**config.mk**
```make
export PLATFORM = sky130hd
export DESIGN_NAME = axi_nes
export DESIGN_NICKNAME = d
export VERILOG_FILES = /design/src/verilog/axi_nes_pkg.sv /design/src/verilog/axi_lite_reg_slave.sv /design/src/verilog/nes_ctrl_regs.sv /design/src/verilog/axi_nes.sv
export VERILOG_INCLUDE_DIRS = /design/src /design/src/verilog
export SDC_FILE = /design/constraint.sdc
export NUM_CORES = 1
export LEC_CHECK = 0
export ABC_CLOCK_PERIOD_IN_PS = 6810
export BUFFER_PORTS_ARGS = -buffer_cell sky130_fd_sc_hd__buf_4
export CAP_MARGIN = 10
export CORE_ASPECT_RATIO = 2
export CORE_MARGIN = 1
export CORE_UTILIZATION = 40
export CTS_BUF_LIST = sky130_fd_sc_hd__clkbuf_2 sky130_fd_sc_hd__clkbuf_4 sky130_fd_sc_hd__clkbuf_8
export DETAILED_ROUTE_END_ITERATION = 8
export HOLD_SLACK_MARGIN = 0.03
export PLACE_DENSITY = 0.72
export SLEW_MARGIN = 20
export SYNTH_ARGS = -nofsm -noshare
export SYNTH_HDL_FRONTEND = slang
export SYNTH_SLANG_ARGS = --single-unit
```
**constraint.sdc**
```tcl
create_clock -name i_axi_clk -period 6.81 [get_ports i_axi_clk]
set_input_delay 0.681 -clock i_axi_clk [delete_from_list [all_inputs] [get_ports i_axi_clk]]
set_output_delay 0.681 -clock i_axi_clk [all_outputs]
set_load 0.01 [all_outputs]
```
**src/verilog/axi_nes_settings.svh**
```systemverilog
// Bus widths, register offsets, control and status bit positions, version fields
`ifndef AXI_NES_SETTINGS_SVH
`define AXI_NES_SETTINGS_SVH

// AXI4-Lite bus sizes
`define AXI_ADDR_WIDTH          18
`define AXI_DATA_WIDTH          32
`define AXI_STRB_WIDTH          4

// Register byte offsets
`define REG_CONTROL_ADDR        18'h00000
`define REG_STATUS_ADDR         18'h00004
`define REG_VERSION_ADDR        18'h10000

// CONTROL bits
`define CTL_BIT_ENABLE          0
`define CTL_BIT_RGBA_FMT        1
`define CTL_BIT_LOADER_RESET    4

// STATUS bits
`define STS_BIT_ROM_LOADED      4

// Version word layout
`define VERSION_MAJOR           4'd1
`define VERSION_MINOR           8'd0
`define VERSION_REVISION        4'd0
`define VERSION_MAJOR_RANGE     31:28
`define VERSION_MINOR_RANGE     27:20
`define VERSION_REVISION_RANGE  19:16

// Response codes
`define AXI_RESP_OKAY           2'b00
`define AXI_RESP_SLVERR         2'b10

`endif

```
**src/verilog/axi_nes_pkg.sv**
```systemverilog
// Register access structs plus slave state and register address enums
`default_nettype none
`include "axi_nes_settings.svh"

package axi_nes_pkg;

  // One register access, valid is a single-cycle strobe
  typedef struct packed {
    logic                        valid;
    logic                        write;
    logic [`AXI_ADDR_WIDTH-1:0]  addr;
    logic [`AXI_DATA_WIDTH-1:0]  wdata;
    logic [`AXI_STRB_WIDTH-1:0]  wstrb;
  } reg_req_t;

  // Answer to one access
  typedef struct packed {
    logic                        valid;
    logic                        invalid;
    logic [`AXI_DATA_WIDTH-1:0]  rdata;
  } reg_resp_t;

  // Bus side sequencing
  typedef enum logic [1:0] {
    ST_IDLE,
    ST_WAIT_REG,
    ST_WRITE_RESP,
    ST_READ_RESP
  } slave_state_e;

  // Decoded register map
  typedef enum logic [`AXI_ADDR_WIDTH-1:0] {
    REG_CONTROL = `REG_CONTROL_ADDR,
    REG_STATUS  = `REG_STATUS_ADDR,
    REG_VERSION = `REG_VERSION_ADDR
  } reg_addr_e;

endpackage

`default_nettype wire

```
**src/verilog/axi_lite_reg_slave.sv**
```systemverilog
// AXI4-Lite slave that turns bus transactions into single register accesses
`timescale 1ns/1ns
`default_nettype none
`include "axi_nes_settings.svh"

module axi_lite_reg_slave
  import axi_nes_pkg::*;
(
  input  wire                         i_axi_clk,
  input  wire                         w_axi_rst,

  // Write address
  input  wire                         i_awvalid,
  input  wire [`AXI_ADDR_WIDTH-1:0]   i_awaddr,
  output logic                        o_awready,

  // Write data
  input  wire                         i_wvalid,
  input  wire [`AXI_STRB_WIDTH-1:0]   i_wstrb,
  input  wire [`AXI_DATA_WIDTH-1:0]   i_wdata,
  output logic                        o_wready,

  // Write response
  output logic                        o_bvalid,
  input  wire                         i_bready,
  output logic [1:0]                  o_bresp,

  // Read address
  input  wire                         i_arvalid,
  input  wire [`AXI_ADDR_WIDTH-1:0]   i_araddr,
  output logic                        o_arready,

  // Read data
  output logic                        o_rvalid,
  input  wire                         i_rready,
  output logic [1:0]                  o_rresp,
  output logic [`AXI_DATA_WIDTH-1:0]  o_rdata,

  // Register side
  output reg_req_t                    o_reg_req,
  input  wire reg_resp_t              i_reg_resp
);

  slave_state_e                 r_state;
  logic                         w_wr_accept;
  logic                         w_rd_accept;
  logic                         w_resp_done;
  logic [1:0]                   w_resp_code;

  logic                         r_req_valid;
  logic                         r_req_write;
  logic [`AXI_ADDR_WIDTH-1:0]   r_req_addr;
  logic [`AXI_DATA_WIDTH-1:0]   r_req_wdata;
  logic [`AXI_STRB_WIDTH-1:0]   r_req_wstrb;

  // Write needs address and data together, and beats a read
  assign w_wr_accept = (r_state == ST_IDLE) && i_awvalid && i_wvalid;
  assign w_rd_accept = (r_state == ST_IDLE) && i_arvalid && !(i_awvalid && i_wvalid);

  assign o_awready   = w_wr_accept;
  assign o_wready    = w_wr_accept;
  assign o_arready   = w_rd_accept;

  assign w_resp_done = (r_state == ST_WAIT_REG) && i_reg_resp.valid;
  assign w_resp_code = i_reg_resp.invalid ? `AXI_RESP_SLVERR : `AXI_RESP_OKAY;

  assign o_reg_req = '{
    valid: r_req_valid,
    write: r_req_write,
    addr:  r_req_addr,
    wdata: r_req_wdata,
    wstrb: r_req_wstrb
  };

  always_ff @(posedge i_axi_clk) begin
    if (w_axi_rst) begin
      r_state     <= ST_IDLE;
      r_req_valid <= 1'b0;
      o_bvalid    <= 1'b0;
      o_rvalid    <= 1'b0;
    end else begin
      // Strobe lands one cycle after the address handshake
      r_req_valid <= w_wr_accept || w_rd_accept;
      case (r_state)
        ST_IDLE: begin
          if (w_wr_accept || w_rd_accept) begin
            r_state <= ST_WAIT_REG;
          end
        end
        ST_WAIT_REG: begin
          if (i_reg_resp.valid) begin
            if (r_req_write) begin
              o_bvalid <= 1'b1;
              r_state  <= ST_WRITE_RESP;
            end else begin
              o_rvalid <= 1'b1;
              r_state  <= ST_READ_RESP;
            end
          end
        end
        ST_WRITE_RESP: begin
          if (i_bready) begin
            o_bvalid <= 1'b0;
            r_state  <= ST_IDLE;
          end
        end
        ST_READ_RESP: begin
          if (i_rready) begin
            o_rvalid <= 1'b0;
            r_state  <= ST_IDLE;
          end
        end
        default: begin
          r_state <= ST_IDLE;
        end
      endcase
    end
  end

  // Captured request and held response payload
  always_ff @(posedge i_axi_clk) begin
    if (w_wr_accept) begin
      r_req_write <= 1'b1;
      r_req_addr  <= i_awaddr;
      r_req_wdata <= i_wdata;
      r_req_wstrb <= i_wstrb;
    end else if (w_rd_accept) begin
      r_req_write <= 1'b0;
      r_req_addr  <= i_araddr;
      r_req_wstrb <= '0;
    end
    if (w_resp_done) begin
      if (r_req_write) begin
        o_bresp <= w_resp_code;
      end else begin
        o_rresp <= w_resp_code;
        o_rdata <= i_reg_resp.rdata;
      end
    end
  end

endmodule

`default_nettype wire

```
**src/verilog/nes_ctrl_regs.sv**
```systemverilog
// Control, status and version registers with address decode and loader reset pulse
`timescale 1ns/1ns
`default_nettype none
`include "axi_nes_settings.svh"

module nes_ctrl_regs
  import axi_nes_pkg::*;
(
  input  wire                i_axi_clk,
  input  wire                w_axi_rst,

  input  wire reg_req_t      i_reg_req,
  input  wire                i_rom_loaded,
  output reg_resp_t          o_reg_resp,

  output logic               o_core_enable,
  output logic               o_rgba_fmt,
  output logic               o_loader_rst
);

  reg_addr_e                    w_addr;
  logic                         w_invalid;
  logic                         w_ctl_sel;
  logic                         w_ctl_wr;
  logic [`AXI_DATA_WIDTH-1:0]   w_rdata;
  logic [`AXI_DATA_WIDTH-1:0]   w_version;

  logic [`AXI_DATA_WIDTH-1:0]   r_control;
  logic                         r_resp_valid;
  logic                         r_invalid;
  logic [`AXI_DATA_WIDTH-1:0]   r_rdata;

  assign w_addr = reg_addr_e'(i_reg_req.addr);

  always_comb begin
    w_version                          = '0;
    w_version[`VERSION_MAJOR_RANGE]    = `VERSION_MAJOR;
    w_version[`VERSION_MINOR_RANGE]    = `VERSION_MINOR;
    w_version[`VERSION_REVISION_RANGE] = `VERSION_REVISION;
  end

  // Address decode and read mux
  always_comb begin
    w_rdata   = '0;
    w_invalid = 1'b0;
    w_ctl_sel = 1'b0;
    case (w_addr)
      REG_CONTROL: begin
        w_ctl_sel = 1'b1;
        w_rdata   = r_control;
      end
      REG_STATUS: begin
        w_rdata[`STS_BIT_ROM_LOADED] = i_rom_loaded;
      end
      REG_VERSION: begin
        w_rdata = w_version;
      end
      default: begin
        w_invalid = 1'b1;
      end
    endcase
  end

  assign w_ctl_wr = i_reg_req.valid && i_reg_req.write && w_ctl_sel;

  always_ff @(posedge i_axi_clk) begin
    if (w_axi_rst) begin
      r_control    <= '0;
      r_resp_valid <= 1'b0;
      o_loader_rst <= 1'b0;
    end else begin
      r_resp_valid <= i_reg_req.valid;
      // Pulse only when the byte holding the bit is strobed
      o_loader_rst <= w_ctl_wr
                      && i_reg_req.wdata[`CTL_BIT_LOADER_RESET]
                      && i_reg_req.wstrb[`CTL_BIT_LOADER_RESET / 8];
      for (int i = 0; i < `AXI_STRB_WIDTH; i++) begin
        if (w_ctl_wr && i_reg_req.wstrb[i]) begin
          r_control[i*8 +: 8] <= i_reg_req.wdata[i*8 +: 8];
        end
      end
    end
  end

  // Response payload, undecoded reads return zero
  always_ff @(posedge i_axi_clk) begin
    if (i_reg_req.valid) begin
      r_invalid <= w_invalid;
      r_rdata   <= w_rdata;
    end
  end

  assign o_reg_resp = '{
    valid:   r_resp_valid,
    invalid: r_invalid,
    rdata:   r_rdata
  };

  assign o_core_enable = r_control[`CTL_BIT_ENABLE];
  assign o_rgba_fmt    = r_control[`CTL_BIT_RGBA_FMT];

endmodule

`default_nettype wire

```
**src/verilog/axi_nes.sv**
```systemverilog
// Console control top with reset polarity select, AXI4-Lite slave and register block
`timescale 1ns/1ns
`default_nettype none
`include "axi_nes_settings.svh"

module axi_nes
  import axi_nes_pkg::*;
#(
  parameter bit INVERT_AXI_RESET = 1'b1
) (
  input  wire                         i_axi_clk,
  input  wire                         i_axi_rst,
  input  wire                         i_rom_loaded,

  input  wire                         i_awvalid,
  input  wire [`AXI_ADDR_WIDTH-1:0]   i_awaddr,
  output wire                         o_awready,

  input  wire                         i_wvalid,
  input  wire [`AXI_STRB_WIDTH-1:0]   i_wstrb,
  input  wire [`AXI_DATA_WIDTH-1:0]   i_wdata,
  output wire                         o_wready,

  output wire                         o_bvalid,
  input  wire                         i_bready,
  output wire [1:0]                   o_bresp,

  input  wire                         i_arvalid,
  input  wire [`AXI_ADDR_WIDTH-1:0]   i_araddr,
  output wire                         o_arready,

  output wire                         o_rvalid,
  input  wire                         i_rready,
  output wire [1:0]                   o_rresp,
  output wire [`AXI_DATA_WIDTH-1:0]   o_rdata,

  output wire                         o_core_enable,
  output wire                         o_rgba_fmt,
  output wire                         o_loader_rst
);

  wire             w_axi_rst;
  wire reg_req_t   w_reg_req;
  wire reg_resp_t  w_reg_resp;

  // Active low reset from the host side by default
  assign w_axi_rst = INVERT_AXI_RESET ? ~i_axi_rst : i_axi_rst;

  axi_lite_reg_slave slave0 (
    .i_axi_clk  (i_axi_clk),
    .w_axi_rst  (w_axi_rst),
    .i_awvalid  (i_awvalid),
    .i_awaddr   (i_awaddr),
    .o_awready  (o_awready),
    .i_wvalid   (i_wvalid),
    .i_wstrb    (i_wstrb),
    .i_wdata    (i_wdata),
    .o_wready   (o_wready),
    .o_bvalid   (o_bvalid),
    .i_bready   (i_bready),
    .o_bresp    (o_bresp),
    .i_arvalid  (i_arvalid),
    .i_araddr   (i_araddr),
    .o_arready  (o_arready),
    .o_rvalid   (o_rvalid),
    .i_rready   (i_rready),
    .o_rresp    (o_rresp),
    .o_rdata    (o_rdata),
    .o_reg_req  (w_reg_req),
    .i_reg_resp (w_reg_resp)
  );

  nes_ctrl_regs regs0 (
    .i_axi_clk     (i_axi_clk),
    .w_axi_rst     (w_axi_rst),
    .i_reg_req     (w_reg_req),
    .i_rom_loaded  (i_rom_loaded),
    .o_reg_resp    (w_reg_resp),
    .o_core_enable (o_core_enable),
    .o_rgba_fmt    (o_rgba_fmt),
    .o_loader_rst  (o_loader_rst)
  );

endmodule

`default_nettype wire

```
==> reports/summary.txt, run 1 <==
pre-CTS setup slack - 4.23 ns
vias in the first global route - 3682
Worst-path clk slew - 0.08 ns
FF+latch count, synth - 161
critical path endpoint category - output port
Setup Skew - 0.0151 ns
vias - 3496
Top cell by count, worst path - buf_4
Synth area leader - edfxtp_1
row count - 62
Critical Path Start Type - flop
commonest non-fill, non-tap cells in the layout - buf_4 (127), edfxtp_1 (121), dfxtp_1 (40), and2_1 (37), nand4_1 (34)
Post-synth top flop - edfxtp_1
Pre-antenna DRT Iters - 4
Synth Cell Area - 5900 sq um
Post-layout nets - 587
share of layout cells above drive strength 1 - 0.350
f_max - 0.367 GHz
RePlAce Congestion - 0.794
crit path DAT - 2.05 ns
Largest stage delay, worst path - 0.58 ns
Post-synth EDFFs - 121
Final Cycle Share - 0.400
CP top delay family - buffers and inverters
WL final - 10600 um
Initial Utilization - 0.411
Core Region - 14400 sq um
gr usage total - 0.151
peak supply drop - 123 uV
maximum buffer depth of the clock tree - 2
most common cell after layout, fill and taps aside - buf_4
CP max stage cell - buf_4
DRC - 0
# clock sinks - 161
synthesized area per cell - 15.2 sq um
power density over the cells - 255 nW/um^2
area grow syn2layout - 24.7%
Synth area leaders - edfxtp_1 (62%), dfxtp_1 (14%), a21boi_1 (4.1%), and2_1 (3.9%), nand4_1 (3.6%)
initial antenna violation count - 0
cts repair resizes - 0
clock root cell - clkbuf_8
die height - 174 um
pin count of the biggest net entering global routing - 58
GRT overflow - 0
Final Hold Fails - 0
WP data required - 6.13 ns
share of the synthesized area in the top cell type - 0.616
RSZ-0062 raised after global routing - false
die width - 87.8 um
crit-path cells - nor4bb_4 > buf_4 > buf_4
Async SR Flop Fraction - 0
Final setup viols - 0
n_diodes - 0
synth unique cells - 31
max-slew violations - 0
critical path buffer and inverter count - 2
Worst Path Max Fanout - 57
DP HPWL - 7570 um
clock buffer count from CTS - 17
wire per inst - 14.8 um
Worst Tran Pin Value - 0.660 ns
Ys Warns - 0
Routed Antenna Nets - 0
clk_lat worst skew - 0.43 ns
sequential area share after synthesis - 0.752
Lkg Pwr - 2.65 nW
Post-Syn Instances - 388
die area - 15300 sq um
I/O Pins - 124
Tmin final - 2.73 ns
Post-CTS Setup Inserts - 0
Max-cap violations - 0
critical path type - reg2out
Tightest Hold Check Type - reg2reg
vias per inst - 4.91
IO buf count - 121
global-route wire length before repair - 17600 um
cts hold-fix bufs - 0
worst setup margin - 4.08 ns
Slew headroom - 0.560
H-tree levels - 4
Initial DRC Count - 166
setup total negative slack - 0 ns
status - complete, no violations
CTS tree - done
synth_stat cells, types with 2 or more instances:
master	n
buf_4	6
nand2b_1	2
and2_1	37
and3_1	2
dfxtp_1	40
nor4_1	3
nand2_1	12
edfxtp_1	121
nand4_1	34
a21o_1	2
o21ai_0	9
nor2_1	3
inv_1	2
a21boi_1	32
o21ai_1	27
nor4bb_1	2
buf_2	6
clkbuf_1	16
mux2_2	18
nor3_1	3
where the power goes:
part           total (mW)  internal (mW)  leakage, nW  switching (mW)
Sequential           1.13           1.10         1.46          0.0253
Combinational       0.105         0.0552         1.01          0.0503
Clock               0.642          0.297        0.178           0.345
routing by layer:
layer | wire length [um] | up-vias | GRT usage
met4 | 311 | 0 | 0.0827
met2 | 5830 | 131 | 0.256
li1 | - | 1698 | -
met1 | 3900 | 1644 | 0.168
met5 | 0 | - | 0
met3 | 510 | 23 | 0.0386
cell families (layout without fill, tap and decap cells):
logic type | count (synthesis) | after routing | synth area share
buffers and inverters | 30 | 161 | 0.0242
flip-flops | 161 | 161 | 0.752
other | 1 | 2 | 0.000636
AO/OA/AOI/OAI | 75 | 75 | 0.0804
multiplexers | 19 | 19 | 0.0361
AND/OR/NAND/NOR | 102 | 102 | 0.107
final cells by class:
type	count	area (sq um)
fillers	1215	7000
flip-flops and latches	161	4430
multi-input cells	198	1350
repair buffers	127	953
clock buffers	18	241
well taps	192	240
clock inverters	14	130
inverters	2	7.51
state kept, by name, indices dropped and copies added, names as in the netlist, 2 cells and up:
register and cells:
slave0.r_state 2, slave0.o_rdata 32, slave0.r_req_wstrb 4, slave0.r_req_wdata 32
regs0.r_rdata 32, regs0.r_control 32, slave0.r_req_addr 18
stage by stage:
stage,std cells,power (mW),area [sq um],utilization,hold WS (ns)
global route,712,1.95,7350,0.512,0.385
detailed placement,680,1.26,6980,0.486,0.406
finish,712,1.88,7350,0.512,0.420
CTS,712,1.89,7350,0.512,0.398
floorplan,389,1.19,5900,-,0.400
global placement,680,1.25,6980,0.486,0.405
path summary, 6_finish.rpt:
kind         slack [ns]                            from  cells past startpoint                     endpoint
max reg2reg        4.41  slave0.r_req_addr[3]$_DFFE_PP_                      6  regs0.r_rdata[12]$_DFFE_PP_
min                0.42      regs0.r_rdata[4]$_DFFE_PP_                      0  slave0.o_rdata[4]$_DFFE_PP_
max                4.08  slave0.r_state[1]$_SDFFE_PN0P_                      3                     o_wready
min reg2reg        0.42      regs0.r_rdata[4]$_DFFE_PP_                      0  slave0.o_rdata[4]$_DFFE_PP_
(Power assumes the default switching activity.)
==> run 2, diff against run 1 <==
- ABC_CLOCK_PERIOD_IN_PS: 6810 -> 2750
- clock period: 6.81 -> 2.75 ns (I/O delays scaled with it)
==> reports/summary.txt, run 2 (synthesis results as in run 1) <==
Worst Tran Pin Value - 0.505 ns (was 0.660 ns)
initial antenna violation count - 0 (unchanged)
Final Cycle Share - 0.825
wire per inst - 14.7 um (was 14.8 um)
commonest non-fill, non-tap cells in the layout - buf_4 (128), edfxtp_1 (121), dfxtp_1 (40), and2_1 (37), nand4_1 (34) (was buf_4 (127), edfxtp_1 (121), dfxtp_1 (40), and2_1 (37), nand4_1 (34))
critical path type - reg2out (unchanged)
f_max - 0.441 GHz
pin count of the biggest net entering global routing - 53 (was 58)
vias in the first global route - 3777 (was 3682)
die height - 174 um (unchanged)
power density over the cells - 614 nW/um^2 (was 255 nW/um^2)
Slew headroom - 0.660 (was 0.560)
maximum buffer depth of the clock tree - 2 (unchanged)
clock root cell - clkbuf_8 (unchanged)
Worst Path Max Fanout - 52 (was 57)
Lkg Pwr - 2.80 nW (was 2.65 nW)
cts hold-fix bufs - 32 (was 0)
setup total negative slack - 0 ns (unchanged)
CTS tree - done (unchanged)
IO buf count - 121 (unchanged)
share of layout cells above drive strength 1 - 0.330 (was 0.350)
global-route wire length before repair - 17800 um (was 17600 um)
status - complete, no violations (unchanged)
Core Region - 14400 sq um (unchanged)
n_diodes - 0 (unchanged)
die area - 15300 sq um (unchanged)
Tmin final - 2.27 ns
pre-CTS setup slack - 0.507 ns (was 4.23 ns)
DRC - 0 (unchanged)
I/O Pins - 124 (unchanged)
critical path endpoint category - output port (unchanged)
peak supply drop - 465 uV (was 123 uV)
max-slew violations - 0 (unchanged)
WL final - 11000 um (was 10600 um)
Initial DRC Count - 116 (was 166)
cts repair resizes - 0 (unchanged)
die width - 87.8 um (unchanged)
vias per inst - 4.88 (was 4.91)
reg2reg setup slack - 0.54 ns (was 4.41 ns)
area grow syn2layout - 30.9% (was 24.7%)
Post-CTS Setup Inserts - 0 (unchanged)
Post-layout nets - 621 (was 587)
gr usage total - 0.156 (was 0.151)
Final Hold Fails - 0 (unchanged)
DP HPWL - 7780 um (was 7570 um)
Final Cell Area - 7720 sq um (was 7350 sq um)
RSZ-0062 raised after global routing - false (unchanged)
RePlAce Congestion - 0.785 (was 0.794)
H-tree levels - 4 (unchanged)
Tightest Hold Check Type - in2reg (was reg2reg)
# clock sinks - 161 (unchanged)
Critical Path Start Type - flop (unchanged)
GRT overflow - 0 (unchanged)
Worst Hold Slack - 0.122 ns (was 0.420 ns)
Pre-antenna DRT Iters - 4 (unchanged)
Max-cap violations - 0 (unchanged)
Placed Area - 7010 sq um (was 6980 sq um)
crit path DAT - 1.99 ns (was 2.05 ns)
Routed Antenna Nets - 0 (unchanged)
most common cell after layout, fill and taps aside - buf_4 (unchanged)
WP data required - 2.48 ns (was 6.13 ns)
Worst-path clk slew - 0.08 ns (about the same)
CP max stage cell - nor4bb_4 (was buf_4)
fin util - 0.538 (was 0.512)
row count - 62 (unchanged)
clock buffer count from CTS - 17 (unchanged)
worst setup margin - 0.483 ns (was 4.08 ns)
crit-path cells - nor4bb_4 > buf_12 > buf_4 (was nor4bb_4 > buf_4 > buf_4)
Initial Utilization - 0.411 (unchanged)
Final setup viols - 0 (unchanged)
Setup Skew - 0.0115 ns (was 0.0151 ns)
Largest stage delay, worst path - 0.56 ns (was 0.58 ns)
vias - 3643 (was 3496)
clk_lat worst skew - 0.44 ns (was 0.43 ns)
-- run 2: path summary, 6_finish.rpt --
kind,start,depth (start not counted),to
hold / removal,i_wstrb[0],2,slave0.r_req_wstrb[0]$_SDFFCE_PP0P_
setup reg to reg,slave0.r_req_addr[11]$_DFFE_PP_,5,regs0.r_rdata[2]$_SDFFCE_PP0P_
hold reg to reg,regs0.r_rdata[1]$_SDFFCE_PP0P_,0,slave0.o_rdata[1]$_DFFE_PP_
setup / recovery,slave0.r_state[1]$_SDFFE_PN0P_,3,o_wready
-- run 2: per-stage QoR --
stage / cells / total power, mW
after floorplan: 389 / 2.96
after global placement: 682 / 3.11
after detailed placement: 682 / 3.12
after CTS: 746 / 4.78
after global routing: 746 / 4.91
final: 746 / 4.74
-- run 2: metal layers --
metal | up-vias | global-route usage | wire length (um)
li1 | 1765 | - | -
met1 | 1726 | 0.158 | 3910
met2 | 119 | 0.274 | 6140
met3 | 33 | 0.0324 | 412
met4 | 0 | 0.110 | 515
met5 | - | 0 | 0
-- run 2: layout make-up --
class                           instances  area, sq um
Clock buffer                           19          255
Multi-Input combinational cell        198         1350
Tap cell                              192          240
Timing Repair Buffer                  161         1300
Sequential cell                       161         4430
Fill cell                            1201         6630
Inverter                                2         7.51
Clock inverter                         13          131
-- run 2: worst max-delay path, delay by kind of cell (launching register included) --
kind | cells | cell delay, ns
flops | 1 | 0.45
simple gates | 1 | 0.56
buf+inv | 2 | 0.51
-- run 2: power breakdown --
| group | switching, mW | total (mW) | internal [mW] |
|---|---|---|---|
| logic | 0.135 | 0.307 | 0.171 |
| registers | 0.0644 | 2.79 | 2.73 |
| clock network | 0.871 | 1.64 | 0.769 |
